$ cat config.mk
export PLATFORM = sky130hd
export DESIGN_NAME = load_requester
export DESIGN_NICKNAME = d
export VERILOG_FILES = /design/src/verilog/lrq_cfg_pkg.sv /design/src/verilog/lrq_types_pkg.sv /design/src/verilog/load_requester.sv /design/src/verilog/lrq_alloc.sv /design/src/verilog/lrq_entry.sv /design/src/verilog/lrq_issue.sv /design/src/verilog/lrq_refill.sv
export SDC_FILE = /design/constraint.sdc
export NUM_CORES = 1
export LEC_CHECK = 0
export ABC_CLOCK_PERIOD_IN_PS = 4800
export BUFFER_PORTS_ARGS = -buffer_cell sky130_fd_sc_hd__buf_2
export CAP_MARGIN = 20
export CORE_MARGIN = 8
export CORE_UTILIZATION = 40
export DETAILED_ROUTE_END_ITERATION = 16
export GPL_TIMING_DRIVEN = 0
export PLACE_DENSITY = 0.65
export SETUP_SLACK_MARGIN = 0.4
export SLEW_MARGIN = 10
export SYNTH_ARGS = -nofsm -noshare
export SYNTH_HDL_FRONTEND = slang
export SYNTH_SLANG_ARGS = --single-unit
export TNS_END_PERCENT = 10
$ cat constraint.sdc
create_clock -name i_clk -period 4.8 [get_ports i_clk]
set_input_delay 0.72 -clock i_clk [delete_from_list [all_inputs] [get_ports i_clk]]
set_output_delay 0.72 -clock i_clk [all_outputs]
set_load 0.01 [all_outputs]
$ cat src/verilog/lrq_cfg_pkg.sv
`default_nettype none

package lrq_cfg_pkg;

  // ----------------------------------------------------------------------
  // Queue geometry
  // ----------------------------------------------------------------------
  localparam int unsigned LOAD_PORTS = 2;
  localparam int unsigned ENTRIES    = 4;
  localparam int unsigned ENTRY_W    = $clog2(ENTRIES);

  // Address and line layout
  localparam int unsigned PADDR_W       = 32;
  localparam int unsigned LINE_BYTES    = 16;
  localparam int unsigned LINE_OFFSET_W = $clog2(LINE_BYTES);
  localparam int unsigned LINE_DATA_W   = LINE_BYTES * 8;

  // ----------------------------------------------------------------------
  // Next-level bus tag and command
  // ----------------------------------------------------------------------
  localparam int unsigned TAG_W = 4;

  // Upper two tag bits above the entry index
  localparam logic [1:0] TAG_SRC_RD_L1D = 2'b10;

  localparam logic [1:0] CMD_RD_LINE = 2'b01;

endpackage

`default_nettype wire

$ cat src/verilog/lrq_types_pkg.sv
`default_nettype none

package lrq_types_pkg;

  import lrq_cfg_pkg::*;

  // Addresses
  typedef logic [PADDR_W-1:0]               paddr_t;
  typedef logic [PADDR_W-LINE_OFFSET_W-1:0] line_addr_t;

  // Entry indexing and masks
  typedef logic [ENTRY_W-1:0]    entry_idx_t;
  typedef logic [ENTRIES-1:0]    entry_mask_t;
  typedef logic [LOAD_PORTS-1:0] port_mask_t;

  // Line payload
  typedef logic [LINE_DATA_W-1:0] line_data_t;
  typedef logic [LINE_BYTES-1:0]  byte_en_t;

  // Bus fields
  typedef logic [TAG_W-1:0] l2_tag_t;
  typedef logic [1:0]       l2_cmd_t;

  // Life of one miss entry
  typedef enum logic [1:0] {
    ST_EMPTY,
    ST_WAIT_SEND,
    ST_WAIT_RESP,
    ST_RESOLVED
  } entry_state_t;

endpackage

`default_nettype wire
$ cat src/verilog/load_requester.sv
`default_nettype none

module load_requester (
  input  wire                        i_clk,
  input  wire                        i_reset_n,
  // Load pipelines
  input  lrq_types_pkg::port_mask_t  i_load,
  input  lrq_types_pkg::paddr_t      i_load_paddr        [lrq_cfg_pkg::LOAD_PORTS],
  output lrq_types_pkg::port_mask_t  o_conflict,
  output lrq_types_pkg::entry_mask_t o_conflict_index_oh [lrq_cfg_pkg::LOAD_PORTS],
  output lrq_types_pkg::port_mask_t  o_full,
  // Line read request
  output logic                       o_req_valid,
  input  logic                       i_req_ready,
  output lrq_types_pkg::l2_cmd_t     o_req_cmd,
  output lrq_types_pkg::paddr_t      o_req_addr,
  output lrq_types_pkg::l2_tag_t     o_req_tag,
  // Line response
  input  logic                       i_resp_valid,
  input  lrq_types_pkg::l2_tag_t     i_resp_tag,
  input  lrq_types_pkg::line_data_t  i_resp_data,
  // L1D write
  output logic                       o_l1d_wr_valid,
  output lrq_types_pkg::paddr_t      o_l1d_wr_paddr,
  output lrq_types_pkg::byte_en_t    o_l1d_wr_be,
  output lrq_types_pkg::line_data_t  o_l1d_wr_data,
  // To the load queue
  output logic                       o_resolve_valid,
  output lrq_types_pkg::entry_mask_t o_resolve_index_oh
);

  import lrq_cfg_pkg::*;
  import lrq_types_pkg::*;

  entry_state_t w_entry_state [ENTRIES];
  line_addr_t   w_entry_line  [ENTRIES];
  entry_mask_t  w_alloc_mask;
  line_addr_t   w_alloc_line  [ENTRIES];
  entry_mask_t  w_sent_mask;
  entry_mask_t  w_resolve_mask;
  entry_mask_t  w_free_mask;
  entry_mask_t  w_out_ptr_oh;

  // ----------------------------------------------------------------------
  // Entries
  // ----------------------------------------------------------------------
  for (genvar e = 0; e < ENTRIES; e++) begin : g_entry
    lrq_entry u_entry (
      .i_clk        (i_clk),
      .i_reset_n    (i_reset_n),
      .i_alloc      (w_alloc_mask[e]),
      .i_alloc_line (w_alloc_line[e]),
      .i_sent       (w_sent_mask[e]),
      .i_resolve    (w_resolve_mask[e]),
      .i_free       (w_free_mask[e]),
      .o_state      (w_entry_state[e]),
      .o_line       (w_entry_line[e])
    );
  end

  lrq_alloc u_alloc (
    .i_clk               (i_clk),
    .i_reset_n           (i_reset_n),
    .i_load              (i_load),
    .i_load_paddr        (i_load_paddr),
    .i_entry_state       (w_entry_state),
    .i_entry_line        (w_entry_line),
    .o_conflict          (o_conflict),
    .o_conflict_index_oh (o_conflict_index_oh),
    .o_full              (o_full),
    .o_alloc_mask        (w_alloc_mask),
    .o_alloc_line        (w_alloc_line),
    .o_free_mask         (w_free_mask),
    .o_out_ptr_oh        (w_out_ptr_oh)
  );

  lrq_issue u_issue (
    .i_clk         (i_clk),
    .i_reset_n     (i_reset_n),
    .i_entry_state (w_entry_state),
    .i_entry_line  (w_entry_line),
    .i_out_ptr_oh  (w_out_ptr_oh),
    .i_req_ready   (i_req_ready),
    .o_req_valid   (o_req_valid),
    .o_req_cmd     (o_req_cmd),
    .o_req_addr    (o_req_addr),
    .o_req_tag     (o_req_tag),
    .o_sent_mask   (w_sent_mask)
  );

  lrq_refill u_refill (
    .i_clk              (i_clk),
    .i_reset_n          (i_reset_n),
    .i_resp_valid       (i_resp_valid),
    .i_resp_tag         (i_resp_tag),
    .i_resp_data        (i_resp_data),
    .i_entry_state      (w_entry_state),
    .i_entry_line       (w_entry_line),
    .o_l1d_wr_valid     (o_l1d_wr_valid),
    .o_l1d_wr_paddr     (o_l1d_wr_paddr),
    .o_l1d_wr_be        (o_l1d_wr_be),
    .o_l1d_wr_data      (o_l1d_wr_data),
    .o_resolve_mask     (w_resolve_mask),
    .o_resolve_valid    (o_resolve_valid),
    .o_resolve_index_oh (o_resolve_index_oh)
  );

endmodule

`default_nettype wire

$ cat src/verilog/lrq_alloc.sv
`default_nettype none

module lrq_alloc (
  input  wire                         i_clk,
  input  wire                         i_reset_n,
  input  lrq_types_pkg::port_mask_t   i_load,
  input  lrq_types_pkg::paddr_t       i_load_paddr        [lrq_cfg_pkg::LOAD_PORTS],
  input  lrq_types_pkg::entry_state_t i_entry_state       [lrq_cfg_pkg::ENTRIES],
  input  lrq_types_pkg::line_addr_t   i_entry_line        [lrq_cfg_pkg::ENTRIES],
  output lrq_types_pkg::port_mask_t   o_conflict,
  output lrq_types_pkg::entry_mask_t  o_conflict_index_oh [lrq_cfg_pkg::LOAD_PORTS],
  output lrq_types_pkg::port_mask_t   o_full,
  output lrq_types_pkg::entry_mask_t  o_alloc_mask,
  output lrq_types_pkg::line_addr_t   o_alloc_line        [lrq_cfg_pkg::ENTRIES],
  output lrq_types_pkg::entry_mask_t  o_free_mask,
  output lrq_types_pkg::entry_mask_t  o_out_ptr_oh
);

  import lrq_cfg_pkg::*;
  import lrq_types_pkg::*;

  line_addr_t       w_line      [LOAD_PORTS];
  port_mask_t       w_port_hit  [LOAD_PORTS];
  port_mask_t       w_no_conflict;
  port_mask_t       w_accept;
  logic [ENTRY_W:0] w_rank      [LOAD_PORTS];
  logic [ENTRY_W:0] w_nc_cnt;
  logic [ENTRY_W:0] w_accept_cnt;
  entry_idx_t       w_tgt_idx   [LOAD_PORTS];
  entry_idx_t       w_in_idx;
  entry_mask_t      w_resolved;
  logic             w_out_valid;

  logic [ENTRY_W:0] r_free_cnt;
  entry_mask_t      r_in_ptr_oh;
  entry_mask_t      r_out_ptr_oh;

  // ----------------------------------------------------------------------
  // Conflict check against entries and lower ports
  // ----------------------------------------------------------------------
  for (genvar p = 0; p < LOAD_PORTS; p++) begin : g_port
    assign w_line[p] = i_load_paddr[p][PADDR_W-1:LINE_OFFSET_W];

    for (genvar e = 0; e < ENTRIES; e++) begin : g_ent
      assign o_conflict_index_oh[p][e] = i_load[p] && (i_entry_state[e] != ST_EMPTY) &&
                                         (i_entry_line[e] == w_line[p]);
    end

    for (genvar q = 0; q < LOAD_PORTS; q++) begin : g_peer
      if (q < p) begin : g_lower
        assign w_port_hit[p][q] = i_load[p] && i_load[q] && (w_line[q] == w_line[p]);
      end else begin : g_upper
        assign w_port_hit[p][q] = 1'b0;
      end
    end

    assign o_conflict[p]    = (|o_conflict_index_oh[p]) || (|w_port_hit[p]);
    assign w_no_conflict[p] = i_load[p] && !o_conflict[p];
    assign w_accept[p]      = w_no_conflict[p] && !o_full[p];

    a_conflict_oh : assert property (@(posedge i_clk) disable iff (!i_reset_n)
      $onehot0(o_conflict_index_oh[p]))
      else $error("line held by more than one entry, port %0d", p);
  end

  // Rank of each clean load and the full flags
  always_comb begin
    w_nc_cnt = '0;
    for (int p = 0; p < LOAD_PORTS; p++) begin
      w_rank[p] = w_nc_cnt;
      o_full[p] = w_no_conflict[p] && (w_nc_cnt >= r_free_cnt);
      if (w_no_conflict[p]) begin
        w_nc_cnt = w_nc_cnt + 1'b1;
      end
    end
  end

  assign w_accept_cnt = (w_nc_cnt > r_free_cnt) ? r_free_cnt : w_nc_cnt;

  // ----------------------------------------------------------------------
  // Allocation at the in-pointer, in port order
  // ----------------------------------------------------------------------
  always_comb begin
    w_in_idx = '0;
    for (int e = 0; e < ENTRIES; e++) begin
      if (r_in_ptr_oh[e]) begin
        w_in_idx = entry_idx_t'(e);
      end
    end
  end

  always_comb begin
    o_alloc_mask = '0;
    for (int e = 0; e < ENTRIES; e++) begin
      o_alloc_line[e] = w_line[0];
    end
    for (int p = 0; p < LOAD_PORTS; p++) begin
      w_tgt_idx[p] = w_in_idx + w_rank[p][ENTRY_W-1:0];
      if (w_accept[p]) begin
        o_alloc_mask[w_tgt_idx[p]] = 1'b1;
        o_alloc_line[w_tgt_idx[p]] = w_line[p];
      end
    end
  end

  // Head entry leaves once resolved
  for (genvar e = 0; e < ENTRIES; e++) begin : g_res
    assign w_resolved[e] = (i_entry_state[e] == ST_RESOLVED);
  end

  assign o_free_mask  = r_out_ptr_oh & w_resolved;
  assign w_out_valid  = |o_free_mask;
  assign o_out_ptr_oh = r_out_ptr_oh;

  // ----------------------------------------------------------------------
  // Pointers and free count
  // ----------------------------------------------------------------------
  always_ff @(posedge i_clk or negedge i_reset_n) begin
    if (!i_reset_n) begin
      r_in_ptr_oh  <= entry_mask_t'(1);
      r_out_ptr_oh <= entry_mask_t'(1);
      r_free_cnt   <= (ENTRY_W + 1)'(ENTRIES);
    end else begin
      r_in_ptr_oh <= entry_mask_t'(1) << entry_idx_t'(w_in_idx + w_accept_cnt[ENTRY_W-1:0]);
      if (w_out_valid) begin
        r_out_ptr_oh <= {r_out_ptr_oh[ENTRIES-2:0], r_out_ptr_oh[ENTRIES-1]};
      end
      r_free_cnt <= r_free_cnt - w_accept_cnt + {{ENTRY_W{1'b0}}, w_out_valid};
    end
  end

  a_free_range : assert property (@(posedge i_clk) disable iff (!i_reset_n)
    r_free_cnt <= (ENTRY_W + 1)'(ENTRIES))
    else $error("free count above queue size");

endmodule

`default_nettype wire

$ cat src/verilog/lrq_entry.sv
`default_nettype none

module lrq_entry (
  input  wire                         i_clk,
  input  wire                         i_reset_n,
  input  logic                        i_alloc,
  input  lrq_types_pkg::line_addr_t   i_alloc_line,
  input  logic                        i_sent,
  input  logic                        i_resolve,
  input  logic                        i_free,
  output lrq_types_pkg::entry_state_t o_state,
  output lrq_types_pkg::line_addr_t   o_line
);

  import lrq_types_pkg::*;

  entry_state_t r_state;
  entry_state_t w_state_next;
  line_addr_t   r_line;

  // ----------------------------------------------------------------------
  // State machine
  // ----------------------------------------------------------------------
  always_comb begin
    w_state_next = r_state;
    case (r_state)
      ST_EMPTY: begin
        if (i_alloc) begin
          w_state_next = ST_WAIT_SEND;
        end
      end
      ST_WAIT_SEND: begin
        if (i_sent) begin
          w_state_next = ST_WAIT_RESP;
        end
      end
      ST_WAIT_RESP: begin
        if (i_resolve) begin
          w_state_next = ST_RESOLVED;
        end
      end
      ST_RESOLVED: begin
        // Freed by the allocator only at the head of the queue
        if (i_free) begin
          w_state_next = ST_EMPTY;
        end
      end
      default: w_state_next = ST_EMPTY;
    endcase
  end

  always_ff @(posedge i_clk or negedge i_reset_n) begin
    if (!i_reset_n) begin
      r_state <= ST_EMPTY;
    end else begin
      r_state <= w_state_next;
    end
  end

  // Line address captured once per miss
  always_ff @(posedge i_clk) begin
    if (i_alloc) begin
      r_line <= i_alloc_line;
    end
  end

  assign o_state = r_state;
  assign o_line  = r_line;

  // Allocator must only pick free entries
  a_alloc_empty : assert property (@(posedge i_clk) disable iff (!i_reset_n)
    i_alloc |-> (r_state == ST_EMPTY))
    else $error("allocation hit a busy entry");

  // Refill may only resolve an outstanding read
  a_resolve_wait : assert property (@(posedge i_clk) disable iff (!i_reset_n)
    i_resolve |-> (r_state == ST_WAIT_RESP))
    else $error("resolve outside WAIT_RESP");

endmodule

`default_nettype wire

$ cat src/verilog/lrq_issue.sv
`default_nettype none

module lrq_issue (
  input  wire                         i_clk,
  input  wire                         i_reset_n,
  input  lrq_types_pkg::entry_state_t i_entry_state [lrq_cfg_pkg::ENTRIES],
  input  lrq_types_pkg::line_addr_t   i_entry_line  [lrq_cfg_pkg::ENTRIES],
  input  lrq_types_pkg::entry_mask_t  i_out_ptr_oh,
  input  logic                        i_req_ready,
  output logic                        o_req_valid,
  output lrq_types_pkg::l2_cmd_t      o_req_cmd,
  output lrq_types_pkg::paddr_t       o_req_addr,
  output lrq_types_pkg::l2_tag_t      o_req_tag,
  output lrq_types_pkg::entry_mask_t  o_sent_mask
);

  import lrq_cfg_pkg::*;
  import lrq_types_pkg::*;

  entry_idx_t w_out_idx;
  entry_idx_t w_pos;
  entry_idx_t w_pick_idx;
  logic       w_found;

  // Oldest unsent entry found by scanning round from the out-pointer
  always_comb begin
    w_out_idx = '0;
    for (int e = 0; e < ENTRIES; e++) begin
      if (i_out_ptr_oh[e]) begin
        w_out_idx = entry_idx_t'(e);
      end
    end
    w_found    = 1'b0;
    w_pick_idx = '0;
    for (int k = 0; k < ENTRIES; k++) begin
      w_pos = w_out_idx + entry_idx_t'(k);
      if (!w_found && (i_entry_state[w_pos] == ST_WAIT_SEND)) begin
        w_found    = 1'b1;
        w_pick_idx = w_pos;
      end
    end
  end

  assign o_req_valid = w_found;
  assign o_req_cmd   = CMD_RD_LINE;
  assign o_req_addr  = {i_entry_line[w_pick_idx], {LINE_OFFSET_W{1'b0}}};
  assign o_req_tag   = {TAG_SRC_RD_L1D, w_pick_idx};
  assign o_sent_mask = (o_req_valid && i_req_ready) ? (entry_mask_t'(1) << w_pick_idx) : '0;

  // Request must not change under back-pressure
  a_req_stable : assert property (@(posedge i_clk) disable iff (!i_reset_n)
    (o_req_valid && !i_req_ready) |=> (o_req_valid && $stable(o_req_addr) && $stable(o_req_tag)))
    else $error("read request changed while stalled");

endmodule

`default_nettype wire

$ cat src/verilog/lrq_refill.sv
`default_nettype none

module lrq_refill (
  input  wire                         i_clk,
  input  wire                         i_reset_n,
  input  logic                        i_resp_valid,
  input  lrq_types_pkg::l2_tag_t      i_resp_tag,
  input  lrq_types_pkg::line_data_t   i_resp_data,
  input  lrq_types_pkg::entry_state_t i_entry_state [lrq_cfg_pkg::ENTRIES],
  input  lrq_types_pkg::line_addr_t   i_entry_line  [lrq_cfg_pkg::ENTRIES],
  output logic                        o_l1d_wr_valid,
  output lrq_types_pkg::paddr_t       o_l1d_wr_paddr,
  output lrq_types_pkg::byte_en_t     o_l1d_wr_be,
  output lrq_types_pkg::line_data_t   o_l1d_wr_data,
  output lrq_types_pkg::entry_mask_t  o_resolve_mask,
  output logic                        o_resolve_valid,
  output lrq_types_pkg::entry_mask_t  o_resolve_index_oh
);

  import lrq_cfg_pkg::*;
  import lrq_types_pkg::*;

  logic        r_rp1_valid;
  entry_idx_t  r_rp1_idx;
  line_data_t  r_rp1_data;
  logic        r_rp2_valid;
  entry_mask_t r_rp2_index_oh;
  line_addr_t  r_rp2_line;
  line_data_t  r_rp2_data;
  logic        r_resolve_valid;
  entry_mask_t r_resolve_index_oh;

  // ----------------------------------------------------------------------
  // Stage one takes L1D reads only and stage two looks up the line
  // ----------------------------------------------------------------------
  always_ff @(posedge i_clk or negedge i_reset_n) begin
    if (!i_reset_n) begin
      r_rp1_valid        <= 1'b0;
      r_rp2_valid        <= 1'b0;
      r_rp2_index_oh     <= '0;
      r_resolve_valid    <= 1'b0;
      r_resolve_index_oh <= '0;
    end else begin
      r_rp1_valid        <= i_resp_valid && (i_resp_tag[TAG_W-1:ENTRY_W] == TAG_SRC_RD_L1D);
      r_rp2_valid        <= r_rp1_valid;
      r_rp2_index_oh     <= entry_mask_t'(1) << r_rp1_idx;
      r_resolve_valid    <= r_rp2_valid;
      r_resolve_index_oh <= o_resolve_mask;
    end
  end

  always_ff @(posedge i_clk) begin
    r_rp1_idx  <= i_resp_tag[ENTRY_W-1:0];
    r_rp1_data <= i_resp_data;
    r_rp2_line <= i_entry_line[r_rp1_idx];
    r_rp2_data <= r_rp1_data;
  end

  // L1D fill of the whole line
  assign o_l1d_wr_valid = r_rp2_valid;
  assign o_l1d_wr_paddr = {r_rp2_line, {LINE_OFFSET_W{1'b0}}};
  assign o_l1d_wr_be    = '1;
  assign o_l1d_wr_data  = r_rp2_data;

  // Entry flips to RESOLVED together with the resolve pulse
  assign o_resolve_mask     = r_rp2_valid ? r_rp2_index_oh : '0;
  assign o_resolve_valid    = r_resolve_valid;
  assign o_resolve_index_oh = r_resolve_index_oh;

  // Response tag must name an entry whose read is outstanding
  a_resp_target : assert property (@(posedge i_clk) disable iff (!i_reset_n)
    r_rp1_valid |-> (i_entry_state[r_rp1_idx] == ST_WAIT_RESP))
    else $error("response for entry %0d not waiting", r_rp1_idx);

endmodule

`default_nettype wire

==> reports/summary.txt, run 1 <==
DR iter-0 viols - 1266
Input/output buffers - 340
Reg-to-Reg Start - g_entry[1].u_entry.o_line[10]
Worst-path clk slew - 60 ps
CTS sink count - 427
Post-synthesis cell type count - 70
Row Count - 76
Synth Area in Adders - 1.913%
Worst Hold Slack - 197.1 ps
Vias per cell - 5.214
Root buf cell - clkbuf_16
Critical Path Start - g_entry[1].u_entry.o_line[10]
Final Cycle Share - 94.06%
Syn Area/Cell - 12.45 sq um
Final instance area - 22380 sq um
Final ANT Viol Nets - 0
Tot Pwr - 14.46 mW
Synth Instances - 1397
Number of global-route vias before repair - 13248
Sequential element share of the synthesized area - 56.43%
Skew final - 19.91 ps
Worst skew pair latency - 570 ps
Die area - 50420 sq um
Worst-path fanout max - 4
GP Congestion - 1.018
Top Layer Used - met5
Top Ports - 435
Ys async rst share - 6.792%
Primary FF master, synth - dfxtp_1
Die Y - 224.5 microns
Layout Cells excl Fill - 2471
Post-Place Cell Area - 20090 sq um
Largest net degree at the start of global routing - 30
GRT Overall Usage - 24.44%
CTS max path bufs - 3
Initial Utilization - 40.47%
Final nets - 2077
Vias - 12885
Status - completed
Post-synthesis simple-gate area fraction - 9.048%
Drt pass-1 iters - 5
DP Worst Slack - -1132 ps
Critical path class - register to register
DP HPWL - 48620 microns
CTS Buf Count - 45
Worst-Margin Slew - 1195 ps
Post-synthesis xor/xnor area fraction - 12.89%
Post-synthesis mux area share - 11.52%
PD cells - 646.1 nW/um^2
First-pass GRT wire length - 91130 microns
CP Launch Type - register
Overflow after GRT - 0
Die X - 224.5 microns
Layout area overhead - 28.66%
Netlist Area Pre-Place - 17400 sq um
Min-Delay Path Class - input port to asynchronous set/reset pin
WP data arrival - 5000 ps
Core area - 42980 sq um
Met2 WL - 31730 microns
Final setup vio count - 0
Critical Path RT - 5290 ps
Largest family of logic cells by synthesized area - XOR/XNOR gates
Hold_buf cts - 0
Unrepaired setup endpoints after global routing - yes
Seq cells post-synth - 427
Fmax - 0.2215 GHz
Peak VDD IR - 0.0004383 V
R2R depth - 21
Initial antenna violation count - 8
H-tree levels - 2
WL met3 - 5946 microns
CP endpoint kind - register
Pleak - 9.662 nW
Final Hold Fails - 0
CTS tree - yes
Max-Cap Viols - 0
Yosys warning total - 0
Routed Wire Length - 63400 microns
Tmin final - 4515 ps
Flop-to-flop setup slack - 290 ps
R2r endpoint - u_alloc.r_free_cnt[2]
Setup WS post-layout - 285.3 ps
DR WL/cell - 25.66 microns
Inst Count DP - 2351
Post-synth EDFFs - 112
Slew headroom - 20.30%
# DRC - 0
WL met1 - 24130 microns
Slew Limit Fails - 0
Post-synthesis compound-gate area fraction - 3.452%
Share of layout cells above drive strength 1 - 41.35%
cell families after synthesis:
| family | count (synthesis) |
|---|---|
| xor+xnor | 256 |
| other cells | 2 |
| flops | 427 |
| mux | 150 |
| simple gates | 295 |
| buf+inv | 160 |
| compound gates | 81 |
| fa+ha+maj | 26 |
power by group:
| part | switching, mW | internal, mW |
|---|---|---|
| clock network | 1.48 | 2.32 |
| logic | 3.29 | 2.19 |
| registers | 0.662 | 4.53 |
| total | 5.43 | 9.03 |
cell usage after synthesis, types with 4 or more instances:
master	instances	area, sq um
ha_1	25	312.8
nor2b_1	11	68.82
o21ai_0	7	35.03
nor3_1	12	60.06
xor2_1	170	1489
buf_1	7	26.28
nand2b_1	5	31.28
dfrtp_1	27	675.7
dfxtp_1	286	5725
buf_4	31	232.7
a31oi_1	27	168.9
a21oi_1	10	50.05
inv_1	30	112.6
mux2_2	114	1284
nor4_1	40	250.2
mux4_2	28	630.6
nand3_1	4	20.02
nor2_1	12	45.04
clkbuf_1	20	75.07
nand2_1	121	454.2
nand4_1	35	219.0
and2_1	5	31.28
xnor2_1	86	753.2
mux2i_1	4	40.04
edfxtp_1	112	3363
and3_1	29	181.4
nand4b_1	5	43.79
nor4_2	4	50.05
buf_2	67	335.3
sequential cells by signal, summed over array words and instances (netlist names):
name and cells:
u_alloc.o_out_ptr_oh 4, u_refill.o_l1d_wr_valid 1, u_refill.r_rp2_line 28, u_refill.r_rp1_idx 2
u_refill.r_rp1_data 128, u_refill.o_l1d_wr_data 128, u_alloc.r_in_ptr_oh 3, u_alloc.r_free_cnt 3
g_entry.u_entry.o_line 112, u_refill.o_resolve_valid 1, u_refill.r_rp2_index_oh 4, g_entry.u_entry.o_state 8
u_refill.r_rp1_valid 1, u_refill.o_resolve_index_oh 4
per-layer routing:
layer / track usage, % / vias to the layer above
met2: 43.03 / 727
met4: 5.845 / 8
li1: - / 5692
met5: 0 / -
met1: 29.37 / 6350
met3: 6.695 / 108
timing repair:
| item | in CTS | in global routing |
|---|---|---|
| endpoints found under the setup margin | 207 | 130 |
| pin swaps | 27 | 15 |
| buffers inserted | 31 | 3 |
| cloned | 2 | 0 |
| resized for setup | 44 | 39 |
| hold endpoints to repair | 0 | 0 |
layout make-up:
cell class	instances	area (sq um)
Sequential cell	427	9817
Antenna cell	2	5.005
Inverter	33	131.4
Tap cell	585	732.0
Multi-Input combinational cell	838	7269
Fill cell	3865	20600
Timing Repair Buffer	377	2024
Buffer	127	752.0
Clock inverter	20	334.1
Clock buffer	62	1315
layout by cell type, fill, tap and decap left out, types with 5 or more instances in the layout:
master     synthesis  layout
inv_1             30      23
buf_2             67     393
clkbuf_2           0      11
clkinv_2           0       8
edfxtp_1         112     112
bufinv_16          0       7
nor4_1            40      21
and3_1            29      29
nand2_1          121     119
mux4_2            28      28
clkbuf_4           0       5
xor2_1           170     167
dfxtp_1          286     286
conb_1             2      28
nor4_2             4      13
dfrtp_1           27      27
nand4b_1           5       5
buf_4             31      75
nor3_1            12      10
nand4_1           35      35
xnor2_1           86      84
nor2b_1           11      11
clkbuf_16          0      49
ha_4               0       5
nor4_4             2      12
inv_2              2       7
inv_4              1       5
a31oi_1           27      25
mux2_2           114     113
nor2_1            12      11
ha_1              25      20
o21ai_0            7       5
clkbuf_1          20      19
a21oi_1           10       9
worst max-delay path by stage:
stage / end / cells after the start / slack, ps
global placement: g_entry[3].u_entry.o_line[25] / 15 / -1140
floorplan: u_alloc.r_free_cnt[2] / 21 / 290
detailed placement: g_entry[3].u_entry.o_line[25] / 15 / -1130
CTS: o_req_addr[25] / 12 / 260
finish: u_alloc.r_free_cnt[2] / 21 / 290
global route: u_alloc.r_free_cnt[2] / 21 / 200
critical path, cell delays in order, from the launching register on:
cell	delay, ps
edfxtp_1	500
xor2_2	220
nor4_4	370
nand4_1	320
nor4_4	440
nor3_4	100
and2_4	200
nand2_4	80
inv_4	40
ha_4	260
inv_2	40
ha_4	210
a21oi_2	140
o21ai_2	80
mux2_4	330
ha_4	230
inv_4	50
ha_4	120
inv_2	40
fa_2	390
xnor2_2	140
xnor2_1	150
metrics by stage:
step                TNS (ps)  util [%]
floorplan                  0         -
global placement     -110350     46.63
detailed placement    -62710     46.73
CTS                        0     51.67
global route               0     52.06
finish                     0     52.07
Note: power is estimated with default switching activity, not from simulation.
==> run 2, diff against run 1 <==
==> constraint.sdc (replaced) <==
create_clock -name i_clk -period 4.8 [get_ports i_clk]
set_input_delay 0.24 -clock i_clk [delete_from_list [all_inputs] [get_ports i_clk]]
set_output_delay 0.24 -clock i_clk [all_outputs]
set_load 0.01 [all_outputs]
==> reports/summary.txt, run 2 (synthesis results as in run 1) <==
Most common cell after layout, fill and taps aside - buf_2
Slew headroom - 31.32%
Final instance area - 23330 sq um
Skew final - 10.17 ps
Core area - 42980 sq um
CTS max path bufs - 3
CTS Buf Count - 44
Critical Path Start - g_entry[2].u_entry.o_line[1]
Vias per cell - 5.109
PD cells - 607.5 nW/um^2
WP data arrival - 5070 ps
DR iter-0 viols - 1149
First-pass GRT wire length - 94070 microns
Top Ports - 435
Routed Wire Length - 65260 microns
Final ANT Viol Nets - 0
Worst-path fanout max - 4
Crit path depth - 20
Crit path top cell by count - ha_4
GP Congestion - 1.029
HP Start - i_load_paddr[63]
Row Count - 76
DR WL/cell - 25.25 microns
Hold path cells - 2
Max-Cap Viols - 0
Root buf cell - clkbuf_16
H-tree levels - 2
Final Hold Fails - 0
Slowest CP cell - edfxtp_1
Worst Hold Slack - 50.58 ps
Worst skew pair latency - 560 ps
Die area - 50420 sq um
# DRC - 0
Worst-path clk slew - 60 ps
Status - completed
Buf+Inv Stages, Crit Path - 4
CP top delay family - simple AND/OR/NAND/NOR gates
Peak VDD IR - 0.0004055 V
Tmin final - 4590 ps
R2R depth - 20
Number of global-route vias before repair - 13794
Pleak - 10.01 nW
Slew Limit Fails - 0
Critical Path RT - 5280 ps
Final Cycle Share - 95.62%
DP HPWL - 48900 microns
Unrepaired setup endpoints after global routing - yes
Overflow after GRT - 0
CP Launch Type - register
Min-Delay Path Class - input port to register
Worst-Margin Slew - 1030 ps
Drt pass-1 iters - 6
Initial Utilization - 40.47%
Max incr delay on CP - 460 ps
Input/output buffers - 340
Final nets - 2190
Fmax - 0.2179 GHz
Vias - 13208
Reg-to-Reg Start - g_entry[2].u_entry.o_line[1]
CTS sink count - 427
Share of layout cells above drive strength 1 - 36.45%
Largest net degree at the start of global routing - 30
Die Y - 224.5 microns
Layout area overhead - 34.10%
Post-Place Cell Area - 20020 sq um
Final setup vio count - 0
CP endpoint kind - register
Die X - 224.5 microns
CP cell instances - xor2_1 > nor4_2 > nand4_1 > nor4_4 > nor4_4 > nand2_1 > inv_1 > ha_4 > inv_1 > ha_1 > a21oi_2 > o21ai_2 > mux2_4 > ha_4 > inv_4 > ha_4 > inv_2 > fa_2 > xnor2_2 > xnor2_1
Most frequent cells in the layout - buf_2 (403), dfxtp_1 (286), xor2_1 (168)
Critical path class - register to register
CTS tree - yes
Initial antenna violation count - 6
GRT Overall Usage - 25.11%
-- run 2: changes by cell type in the layout (fill, tap and decap cells not counted), sizes merged --
cell | previous run | this run
clkbuf | 88 | 87
buf | 478 | 465
diode | 2 | 3
nand2b | 8 | 6
dlygate4sd3 | 0 | 133
clkinvlp | 0 | 3
bufinv | 7 | 4
clkinv | 10 | 6
-- run 2: where the power goes --
group          internal [mW]  switching, mW
Sequential              4.53          0.677
Combinational           2.15           3.24
Clock                   2.13           1.45
Total                   8.81           5.36
-- run 2: per-layer routing --
metal	vias up	global-route usage (%)	part of all wire [%]
met5	-	0	0.061
met4	6	6.900	2.6
met3	99	6.682	8.1
met2	613	44.69	51
met1	6566	29.55	38
li1	5924	-	-
-- run 2: area by class of cell --
class                   count  area [sq um]
multi-input cells         836          7151
clock inverters            16         229.0
diodes                      3         7.507
clock buffers              65          1313
fillers                  3658         19650
well taps                 585         732.0
repair buffers            493          3247
flip-flops and latches    427          9817
inverters                  33         128.9
plain buffers             127         703.2
-- run 2: final timing paths --
path	to	slack, ps
setup reg to reg	u_alloc.r_free_cnt[2]	210
hold reg to reg	u_refill.o_l1d_wr_data[52]	320
setup / recovery	u_alloc.r_free_cnt[2]	210
max in group asynchronous	u_refill.o_resolve_index_oh[3]	4080
min in group asynchronous	u_refill.o_resolve_index_oh[2]	260
hold / removal	g_entry[0].u_entry.o_line[27]	50
-- run 2: repair_timing --
item | CTS | global route
endpoints found under the hold margin | 158 | 0
hold buffers | 133 | 0
setup endpoints to repair | 180 | 132
pin swaps | 20 | 9
setup buffers | 11 | 5
resized for setup | 45 | 9
-- run 2: per-stage QoR --
stage,worst slack [ps],power (mW),cells,setup TNS (ps),utilization [%]
2_1_floorplan,407.5,8.082,1423,0,-
3_3_place_gp,-1186,10.17,2348,-48180,46.38
3_5_place_dp,-718.8,10.33,2352,-13880,46.57
4_1_cts,244.7,14.16,2577,0,54.10
5_1_grt,69.86,14.80,2583,0,54.26
6_report,210.4,14.17,2585,0,54.27
